==> config.mk <==
export PLATFORM = sky130hd
export DESIGN_NAME = controlUnit
export DESIGN_NICKNAME = d
export VERILOG_FILES = /design/src/ctrlPkg.sv /design/src/isaPkg.sv /design/src/controlUnit.sv /design/src/controlEncoder.sv /design/src/stepSequencer.sv /design/src/instrDecoder.sv
export SDC_FILE = /design/constraint.sdc
export NUM_CORES = 1
export LEC_CHECK = 0
export ABC_CLOCK_PERIOD_IN_PS = 1850
export BUFFER_PORTS_ARGS = -buffer_cell sky130_fd_sc_hd__buf_2
export CAP_MARGIN = 5
export CORE_ASPECT_RATIO = 0.6
export CORE_UTILIZATION = 46
export CTS_CLUSTER_SIZE = 30
export DETAILED_ROUTE_END_ITERATION = 12
export GPL_TIMING_DRIVEN = 0
export PLACE_DENSITY = 0.82
export RECOVER_POWER = 50
export SETUP_SLACK_MARGIN = 0.2
export SLEW_MARGIN = 20
export SYNTH_ARGS = -nofsm -noshare
export SYNTH_HDL_FRONTEND = slang
export SYNTH_SLANG_ARGS = --single-unit
==> constraint.sdc <==
create_clock -name clock -period 1.85 [get_ports clock]
set_input_delay 0.0925 -clock clock [delete_from_list [all_inputs] [get_ports clock]]
set_output_delay 0.0925 -clock clock [all_outputs]
set_load 0.1 [all_outputs]
==> src/ctrlPkg.sv <==
`default_nettype none

package ctrlPkg;

    localparam int stepWidth = 3;

    // Exception entry runs save, vector address, wait and load
    localparam logic [stepWidth-1:0] exceptionLastStep = 3'd3;

    // Top level phases of one instruction
    typedef enum logic [3:0] {
        resetHold,
        fetchAddress,
        fetchWait,
        fetchLoad,
        regRead,
        branchCalc,
        decode,
        execute,
        exception
    } phaseType;

    typedef enum logic {
        causeOverflow,
        causeIllegal
    } causeType;

    typedef enum logic [2:0] {
        aluPass = 3'b000,
        aluAdd  = 3'b001,
        aluSub  = 3'b010,
        aluAnd  = 3'b011
    } aluOpType;

    typedef enum logic [1:0] {
        srcAPc   = 2'b01,
        srcARegA = 2'b10
    } aluSrcAType;

    typedef enum logic [1:0] {
        srcBImmediate     = 2'b00,
        srcBFour          = 2'b01,
        srcBRegB          = 2'b10,
        srcBOffsetShifted = 2'b11
    } aluSrcBType;

    typedef enum logic [1:0] {
        pcFromJump   = 2'b00,
        pcFromAlu    = 2'b01,
        pcFromAluOut = 2'b10,
        pcFromEpc    = 2'b11
    } pcSourceType;

    // Memory address select, vectors live at fixed addresses
    typedef enum logic [2:0] {
        addrPc             = 3'b000,
        addrOverflowVector = 3'b010,
        addrIllegalVector  = 3'b011
    } iorDType;

    typedef enum logic [1:0] {
        dstRt     = 2'b01,
        dstReturn = 2'b10,
        dstRd     = 2'b11
    } regDstType;

    typedef enum logic [2:0] {
        dataStackTop = 3'b100,
        dataAluOut   = 3'b110
    } dataSourceType;

endpackage

`default_nettype wire

==> src/isaPkg.sv <==
`default_nettype none

package isaPkg;

    localparam int opcodeWidth = 6;
    localparam int functWidth = 6;

    // Primary opcodes still handled by the control unit
    typedef enum logic [opcodeWidth-1:0] {
        opRType = 6'b000000,
        opJ     = 6'b000010,
        opJal   = 6'b000011,
        opAddi  = 6'b001000,
        opAddiu = 6'b001001
    } opcodeType;

    // Funct field values under the R-type opcode
    typedef enum logic [functWidth-1:0] {
        functJr    = 6'b001000,
        functBreak = 6'b001101,
        functRte   = 6'b010011,
        functAdd   = 6'b100000,
        functSub   = 6'b100010,
        functAnd   = 6'b100100
    } functType;

    // Instruction kind after decode
    // kindIllegal covers every opcode or funct outside the kept set
    typedef enum logic [3:0] {
        kindAdd,
        kindSub,
        kindAnd,
        kindAddi,
        kindAddiu,
        kindJ,
        kindJal,
        kindJr,
        kindBreak,
        kindRte,
        kindIllegal
    } instrKind;

endpackage

`default_nettype wire
==> src/controlUnit.sv <==
`timescale 1ns/100ps
`default_nettype none

module controlUnit (
    input wire clock,
    input wire reset,
    input wire isaPkg::opcodeType opcode,
    input wire isaPkg::functType funct,
    input wire overflow,
    output logic memWrite,
    output logic irWrite,
    output logic regWrite,
    output logic pcWrite,
    output logic regAWrite,
    output logic regBWrite,
    output logic aluOutWrite,
    output logic epcWrite,
    output logic exceptionSelect,
    output logic resetOut,
    output ctrlPkg::aluOpType aluOp,
    output ctrlPkg::aluSrcAType aluSrcA,
    output ctrlPkg::aluSrcBType aluSrcB,
    output ctrlPkg::pcSourceType pcSource,
    output ctrlPkg::iorDType iorD,
    output ctrlPkg::regDstType regDst,
    output ctrlPkg::dataSourceType dataSource
);
    import isaPkg::*;
    import ctrlPkg::*;

    instrKind kind;
    instrKind activeKind;
    phaseType phase;
    logic [stepWidth-1:0] step;
    causeType cause;

    instrDecoder decoder (
        .opcode(opcode),
        .funct(funct),
        .kind(kind)
    );

    stepSequencer sequencer (
        .clock(clock),
        .reset(reset),
        .kind(kind),
        .overflow(overflow),
        .phase(phase),
        .step(step),
        .activeKind(activeKind),
        .cause(cause)
    );

    // Control levels follow the registered phase and step
    controlEncoder encoder (
        .phase(phase),
        .step(step),
        .activeKind(activeKind),
        .cause(cause),
        .memWrite(memWrite),
        .irWrite(irWrite),
        .regWrite(regWrite),
        .pcWrite(pcWrite),
        .regAWrite(regAWrite),
        .regBWrite(regBWrite),
        .aluOutWrite(aluOutWrite),
        .epcWrite(epcWrite),
        .exceptionSelect(exceptionSelect),
        .resetOut(resetOut),
        .aluOp(aluOp),
        .aluSrcA(aluSrcA),
        .aluSrcB(aluSrcB),
        .pcSource(pcSource),
        .iorD(iorD),
        .regDst(regDst),
        .dataSource(dataSource)
    );

endmodule

`default_nettype wire

==> src/controlEncoder.sv <==
`timescale 1ns/100ps
`default_nettype none

module controlEncoder (
    input wire ctrlPkg::phaseType phase,
    input wire [ctrlPkg::stepWidth-1:0] step,
    input wire isaPkg::instrKind activeKind,
    input wire ctrlPkg::causeType cause,
    output logic memWrite,
    output logic irWrite,
    output logic regWrite,
    output logic pcWrite,
    output logic regAWrite,
    output logic regBWrite,
    output logic aluOutWrite,
    output logic epcWrite,
    output logic exceptionSelect,
    output logic resetOut,
    output ctrlPkg::aluOpType aluOp,
    output ctrlPkg::aluSrcAType aluSrcA,
    output ctrlPkg::aluSrcBType aluSrcB,
    output ctrlPkg::pcSourceType pcSource,
    output ctrlPkg::iorDType iorD,
    output ctrlPkg::regDstType regDst,
    output ctrlPkg::dataSourceType dataSource
);
    import isaPkg::*;
    import ctrlPkg::*;

    logic immOperand;
    aluOpType arithOp;
    iorDType vectorAddr;

    assign immOperand = (activeKind == kindAddi) || (activeKind == kindAddiu);
    assign vectorAddr = (cause == causeOverflow) ? addrOverflowVector : addrIllegalVector;

    always_comb begin
        case (activeKind)
            kindSub: arithOp = aluSub;
            kindAnd: arithOp = aluAnd;
            default: arithOp = aluAdd;
        endcase
    end

    always_comb begin
        memWrite = 1'b0;
        irWrite = 1'b0;
        regWrite = 1'b0;
        pcWrite = 1'b0;
        regAWrite = 1'b0;
        regBWrite = 1'b0;
        aluOutWrite = 1'b0;
        epcWrite = 1'b0;
        exceptionSelect = 1'b0;
        resetOut = 1'b0;
        aluOp = aluPass;
        aluSrcA = srcAPc;
        aluSrcB = srcBRegB;
        pcSource = pcFromAlu;
        iorD = addrPc;
        regDst = dstRt;
        dataSource = dataAluOut;
        case (phase)
            resetHold: begin
                // Initial stack pointer write
                resetOut = 1'b1;
                regWrite = 1'b1;
                regDst = dstRt;
                dataSource = dataStackTop;
            end
            fetchAddress, fetchWait, fetchLoad: begin
                // PC + 4 on the ALU through the whole fetch
                iorD = addrPc;
                aluSrcA = srcAPc;
                aluSrcB = srcBFour;
                aluOp = aluAdd;
                pcSource = pcFromAlu;
                if (phase == fetchLoad) begin
                    irWrite = 1'b1;
                    pcWrite = 1'b1;
                end
            end
            regRead: begin
                regAWrite = 1'b1;
                regBWrite = 1'b1;
            end
            branchCalc: begin
                // Branch target kept in ALUOut
                aluSrcA = srcAPc;
                aluSrcB = srcBOffsetShifted;
                aluOp = aluAdd;
                aluOutWrite = 1'b1;
            end
            execute: begin
                case (activeKind)
                    kindAdd, kindSub, kindAnd, kindAddi, kindAddiu: begin
                        if (step == stepWidth'(0)) begin
                            aluSrcA = srcARegA;
                            aluSrcB = immOperand ? srcBImmediate : srcBRegB;
                            aluOp = arithOp;
                            aluOutWrite = 1'b1;
                        end else begin
                            regDst = immOperand ? dstRt : dstRd;
                            dataSource = dataAluOut;
                            regWrite = 1'b1;
                        end
                    end
                    kindJ: begin
                        pcSource = pcFromJump;
                        pcWrite = 1'b1;
                    end
                    kindJr: begin
                        aluSrcA = srcARegA;
                        aluOp = aluPass;
                        pcSource = pcFromAlu;
                        pcWrite = 1'b1;
                    end
                    kindBreak: begin
                        // Back to the break itself
                        aluSrcA = srcAPc;
                        aluSrcB = srcBFour;
                        aluOp = aluSub;
                        pcSource = pcFromAlu;
                        pcWrite = 1'b1;
                    end
                    kindRte: begin
                        pcSource = pcFromEpc;
                        pcWrite = 1'b1;
                    end
                    kindJal: begin
                        if (step == stepWidth'(0)) begin
                            aluSrcA = srcAPc;
                            aluOp = aluPass;
                            aluOutWrite = 1'b1;
                        end else if (step == stepWidth'(1)) begin
                            regDst = dstReturn;
                            dataSource = dataAluOut;
                            regWrite = 1'b1;
                        end else begin
                            pcSource = pcFromJump;
                            pcWrite = 1'b1;
                        end
                    end
                    default: begin
                    end
                endcase
            end
            exception: begin
                if (step == stepWidth'(0)) begin
                    // EPC gets the address of the faulting instruction
                    aluSrcA = srcAPc;
                    aluSrcB = srcBFour;
                    aluOp = aluSub;
                    epcWrite = 1'b1;
                end else if (step == exceptionLastStep) begin
                    exceptionSelect = 1'b1;
                    pcWrite = 1'b1;
                end else begin
                    // Vector address held through the wait step
                    iorD = vectorAddr;
                end
            end
            default: begin
            end
        endcase
    end

endmodule

`default_nettype wire

==> src/stepSequencer.sv <==
`timescale 1ns/100ps
`default_nettype none

module stepSequencer (
    input wire clock,
    input wire reset,
    input wire isaPkg::instrKind kind,
    input wire overflow,
    output ctrlPkg::phaseType phase,
    output logic [ctrlPkg::stepWidth-1:0] step,
    output isaPkg::instrKind activeKind,
    output ctrlPkg::causeType cause
);
    import isaPkg::*;
    import ctrlPkg::*;

    // Final execute step of the latched kind
    logic [stepWidth-1:0] lastExecStep;
    logic trapsOverflow;
    logic overflowTrap;

    always_comb begin
        case (activeKind)
            kindAdd, kindSub, kindAnd, kindAddi, kindAddiu: begin
                // Compute then writeback
                lastExecStep = stepWidth'(1);
            end
            kindJal: begin
                // Link compute, link write, jump
                lastExecStep = stepWidth'(2);
            end
            default: begin
                lastExecStep = '0;
            end
        endcase
    end

    // Only signed arithmetic traps, and only after its compute step
    assign trapsOverflow = (activeKind == kindAdd) || (activeKind == kindSub)
                        || (activeKind == kindAddi);
    assign overflowTrap = trapsOverflow && overflow && (step == '0);

    always_ff @(posedge clock) begin
        if (reset) begin
            phase <= resetHold;
            step <= '0;
            activeKind <= kindIllegal;
            cause <= causeIllegal;
        end else begin
            case (phase)
                resetHold: begin
                    phase <= fetchAddress;
                end
                fetchAddress: begin
                    phase <= fetchWait;
                end
                // One cycle for the memory to answer
                fetchWait: begin
                    phase <= fetchLoad;
                end
                fetchLoad: begin
                    phase <= regRead;
                end
                regRead: begin
                    phase <= branchCalc;
                end
                branchCalc: begin
                    phase <= decode;
                end
                decode: begin
                    activeKind <= kind;
                    step <= '0;
                    if (kind == kindIllegal) begin
                        cause <= causeIllegal;
                        phase <= exception;
                    end else begin
                        phase <= execute;
                    end
                end
                execute: begin
                    if (overflowTrap) begin
                        cause <= causeOverflow;
                        phase <= exception;
                        step <= '0;
                    end else if (step == lastExecStep) begin
                        phase <= fetchAddress;
                        step <= '0;
                    end else begin
                        step <= step + stepWidth'(1);
                    end
                end
                exception: begin
                    if (step == exceptionLastStep) begin
                        phase <= fetchAddress;
                        step <= '0;
                    end else begin
                        step <= step + stepWidth'(1);
                    end
                end
                default: begin
                    phase <= fetchAddress;
                    step <= '0;
                end
            endcase
        end
    end

endmodule

`default_nettype wire

==> src/instrDecoder.sv <==
`timescale 1ns/100ps
`default_nettype none

module instrDecoder (
    input wire isaPkg::opcodeType opcode,
    input wire isaPkg::functType funct,
    output isaPkg::instrKind kind
);
    import isaPkg::*;

    always_comb begin
        kind = kindIllegal;
        case (opcode)
            opRType: begin
                // R-type work is chosen by the funct field
                case (funct)
                    functAdd: begin
                        kind = kindAdd;
                    end
                    functSub: begin
                        kind = kindSub;
                    end
                    functAnd: begin
                        kind = kindAnd;
                    end
                    functJr: begin
                        kind = kindJr;
                    end
                    functBreak: begin
                        kind = kindBreak;
                    end
                    functRte: begin
                        kind = kindRte;
                    end
                    default: begin
                        kind = kindIllegal;
                    end
                endcase
            end
            opAddi: begin
                kind = kindAddi;
            end
            opAddiu: begin
                kind = kindAddiu;
            end
            opJ: begin
                kind = kindJ;
            end
            opJal: begin
                kind = kindJal;
            end
            // Shifts, branches, loads and stores land here too
            default: begin
                kind = kindIllegal;
            end
        endcase
    end

endmodule

`default_nettype wire

==> results of run 1 <==
stage by stage:
step	util	setup WS [ns]	instance area [um^2]
CTS	0.895	-0.194	2380
global placement	0.691	-0.755	1840
detailed placement	0.691	-0.754	1840
floorplan	-	-0.389	1620
cell usage after synthesis, types with 3 or more instances:
library cell and n:
inv_1 11, buf_2 3, nand3_1 4, o21a_1 4, o22ai_1 3, nor2b_1 5, nor2_1 16, o31ai_1 5
clkbuf_1 11, nor3_1 8, and2_1 3, a21oi_1 16, nor4b_1 3, dfxtp_1 12, buf_4 6, o21ai_0 14
nand2_1 15, ha_1 5
kinds of logic after synthesis:
| logic type | after synthesis | share of synthesized area |
|---|---|---|
| and+or+nand+nor | 80 | 0.339 |
| adders and majority gates | 5 | 0.0457 |
| buffers and inverters | 32 | 0.112 |
| other | 2 | 0.00549 |
| xor gates and xnor gates | 2 | 0.0128 |
| muxes | 2 | 0.0146 |
| DFF | 12 | 0.176 |
| AOI/OAI and AO/OA | 61 | 0.294 |
repair_timing:
item / CTS
pin swaps: 19
setup endpoints to repair: 31
setup buffers: 19
hold endpoints to repair: 0
gates resized for setup: 97
==> impl_results.md, run 1 <==
* Clk sink count at 12
* Syn Std Cell Area at 1370 um^2
* Seq/Total Area, Yosys at 0.176
* Ports at 42
* Worst_ep grt: aluSrcB[1]
* Status: aborted with a tool error
* Top area cells in the synthesized netlist: dfxtp_1 18%, a21oi_1 5.9%, o21ai_0 5.1%
* Stopped at: global routing
* Error: [ERROR DPL-0038] Utilization greater than 100%, impossible to legalize
* Worst ep type: output port
* Hold_buf cts at 0
* Initial Utilization at 0.514
* EDFF count, synth at 0
* Flop and latch count out of synthesis at 12
* Synthesized area per cell at 6.98 um^2
* Htree depth at 1
* Gpl congestion at 0.879
* FFs w/ async S/R, synth at 0
* Syn Inst Count at 196
* PortBufs at 34
* Placed cells at 273
* Synth unique cells at 55
* Die Wd at 72.4 um
* Floorplan row count at 14
* Area leader, netlist: dfxtp_1
* Largest net degree at the start of global routing at 11
* Top-area cell type share of the netlist area at 0.176
* DP HPWL at 3050 um
* Die height at 44.3 um
* Yosys warnings at 0
* Total CTS buffers at 3
* Primary FF master, synth: dfxtp_1
* Clock Tree Root: clkbuf_8
* Clock Path Buffers at 2
==> run 2: changes to the inputs <==
Settings changed: ABC_CLOCK_PERIOD_IN_PS 1850 to 2400, CORE_ASPECT_RATIO 0.6 to default, CORE_UTILIZATION 46 to 34, CTS_CLUSTER_SIZE 30 to default, PLACE_DENSITY 0.82 to default, PLACE_DENSITY_LB_ADDON from default to 0.15, SETUP_SLACK_MARGIN 0.2 to default.
Clock period 1.85 ns to 2.4 ns, I/O delays scaled along.
==> run 2 against run 1 <==
  * The run now ends clean
  * Synthesized area unchanged
  * Synthesized cell count unchanged
==> impl_results.md, run 2 <==
* First DRT Iteration DRCs at 107
* Worst-Margin Slew at 0.554 ns
* Share of cells above drive strength 1 at 0.297
* Diode count at 0
* R2r setup slk at 0.20 ns
* Mux share of post-synthesis cell area at 0.0146
* Gr usage total at 0.179
* Critical-path maximum fanout at 9
* Min-Delay Endpoint: sequencer.activeKind[1]$_SDFFE_PP1N_
* Adder-Cell Fraction of Synth Area at 0.0457
* Compound-Gate Fraction of Synth Area at 0.294
* Max Fclk at 434 MHz
* Initial Utilization at 0.363
* Min cycle time layout at 2.30 ns
* Total CTS buffers at 3
* Most frequent cells in the layout: 24 x buf_2, 16 x a21oi_1, 15 x nor2_1
* Ports at 42
* Hold crit path type: in2reg
* Yosys warnings at 0
* Critical Path Source Type: flip-flop
* PD cells at 401 nW/um^2
* R2R cell count at 8
* Commonest non-fill, non-tap cell in the layout: buf_2
* Critical R2R Capture: sequencer.step[2]$_SDFFE_PP0N_
* Max-cap violations at 0
* Clk sink count at 12
* Cell chain of the critical path: clkbuf_1 -> and4b_1 -> clkbuf_1 -> nand3_1 -> o32ai_4 -> clkbuf_4
* Sw power at 0.328 mW
* Synth unique cells at 55
* Simple-gate portion of the synthesized area at 0.339
* Syn Std Cell Area at 1370 um^2
* Sw Ratio at 0.460
* RSZ-0062 raised after global routing: yes
* Logic pwr share at 0.461
* Setup Viol. Count Final at 0
* Nets at 258
* XOR/XNOR share of the synthesized area at 0.0128
* Flop and latch count out of synthesis at 12
* Max stage delay on crit path at 0.37 ns
* Floorplan row count at 22
* Drt via density at 5.20
* Part of the power in registers at 0.290
* Syn-to-layout area delta at 29.7%
* Synthesized area per cell at 6.98 um^2
* Area leader, netlist: dfxtp_1
* Placed inst area at 1700 um^2
* Maximum VDD drop at 0.172 mV
* CP Class: reg2out
* FFs w/ async S/R, synth at 0
* Post-Layout Inst Area at 1780 um^2
* Worst rel slew slack at 0.630
* Worst flop-to-flop path startpoint: sequencer.step[1]$_SDFFE_PP0N_
* Top Registers: sequencer.activeKind (4), sequencer.phase (4), sequencer.step (3)
* Via count at 1,478
* Hold_buf cts at 0
* Clock Path Buffers at 2
* DR DRC count at 0
* Gpl congestion at 0.805
* Initial antenna violation count at 0
* EDFF count, synth at 0
* Clock Latency Late Sink at 0.24 ns
* Slew Viols, Final at 0
* Die Wd at 65.5 um
* Largest net degree at the start of global routing at 11
* Worst Skew at 0.00677 ns
* Worst endpoint data arrival time at 2.18 ns
* Clk pwr share at 0.249
* Avg WL per Cell at 12.8 um
* Top-area cell type share of the netlist area at 0.176
* Die ar. at 4280 um^2
* PortBufs at 34
* Vias in the first global route at 1,298
* First-pass GRT wire length at 6020 um
* Setup crit end kind: primary output
* Leak at 0.756 nW
* Post-DRT Antenna Nets at 0
* Hold path cells at 3
* Largest family of logic cells by synthesized area: simple AND/OR/NAND/NOR gates
* CP dominant cell by count: clkbuf_1
* Fillers at 393
* Slowest library cell on the worst path: clkbuf_4
* Status: completed
* CTS tree: built
* Place WS at -0.148 ns
* Top area cells in the synthesized netlist: dfxtp_1 18%, a21oi_1 5.9%, o21ai_0 5.1%
* Seq/Total Area, Yosys at 0.176
* Synth top cells by count: 16 x a21oi_1, 16 x nor2_1, 15 x nand2_1
* Core ar. at 3770 um^2
* Util after Layout at 0.471
* Primary FF master, synth: dfxtp_1
* Clock transition at path regs at 0.05 ns
* Setup ws final at 0.0979 ns
* Pre-antenna DRT Iters at 4
* Final wirelength at 3630 um
* Min Hold Slack at 0.121 ns
* Final Hold Viols at 0
* Syn Inst Count at 196
* Worst hold start: reset
* DP HPWL at 2800 um
* Cell-internal power at 0.385 mW
* CP required at 2.28 ns
* Die height at 65.5 um
* Final period utilization at 0.959
* GRT overflow at 0
* Clock Tree Root: clkbuf_8
* Htree depth at 1
==> run 2: per-layer routing <==
metal | up-vias | part of all wire | global-route usage
met5 | - | 0 | 0
li1 | 783 | - | -
met3 | 2 | 0.038 | 0.0174
met1 | 653 | 0.51 | 0.243
met4 | 0 | 0.0063 | 0.0571
met2 | 40 | 0.45 | 0.295
==> run 2: critical path: cells and delay by family, from the launching register on <==
family	cells	cell delay [ns]
buffers and inverters	3	0.99
and+or+nand+nor	2	0.44
DFF	1	0.30
AOI/OAI and AO/OA	1	0.22
==> run 2: through the flow <==
stage / TNS [ns] / total power, mW / std cells
after floorplan: -0.103 / 0.486 / 199
after global placement: -0.276 / 0.535 / 281
after detailed placement: -0.250 / 0.535 / 281
after CTS: 0 / 0.715 / 284
after global routing: -0.0350 / 0.742 / 284
final: 0 / 0.713 / 284
==> run 2: power by group through the flow <==
stage,combinational (mW),clock [mW],sequential (mW)
6_report,0.329,0.178,0.206
5_1_grt,0.346,0.189,0.207
4_1_cts,0.326,0.183,0.206
3_5_place_dp,0.325,0,0.210
3_3_place_gp,0.325,0,0.210
2_1_floorplan,0.276,0,0.210
==> run 2: repair_timing <==
item | 4_1_cts | 5_1_grt
setup endpoints to repair | 7 | 7
setup buffers | 0 | 0
hold endpoints to repair | 0 | 0
resized for setup | 4 | 6
==> run 2: how the worst max path moves through the flow <==
stage,startpoint,slack [ns],to
floorplan,sequencer.phase[2]$_SDFFE_PP0P_,-0.06,resetOut
global placement,sequencer.phase[0]$_SDFFE_PP0P_,-0.17,iorD[0]
detailed placement,sequencer.phase[0]$_SDFFE_PP0P_,-0.15,iorD[0]
CTS,sequencer.phase[0]$_SDFFE_PP0P_,0.02,iorD[1]
global route,sequencer.phase[0]$_SDFFE_PP0P_,-0.03,aluOp[1]
finish,sequencer.phase[0]$_SDFFE_PP0P_,0.1,aluOp[1]
==> run 2: cell families (layout without fill, tap and decap cells) <==
family          count (synthesis)  in the layout
compound gates                 61             61
xor+xnor                        2              2
fa+ha+maj                       5              5
buf+inv                        32             69
flops                          12             12
mux                             2              2
other cells                     2              5
simple gates                   80             80
==> run 2: layout make-up <==
class | instances | area [um^2] | share of cell area
tap | 48 | 60.1 | 0.0338
sequential | 12 | 240 | 0.135
inverter | 11 | 41.3 | 0.0233
clock buffer | 3 | 41.3 | 0.0233
multi-input combinational | 155 | 1100 | 0.618
buffer | 21 | 113 | 0.0634
timing repair buffer | 34 | 183 | 0.103
Note: power is estimated with default switching activity, not from simulation.
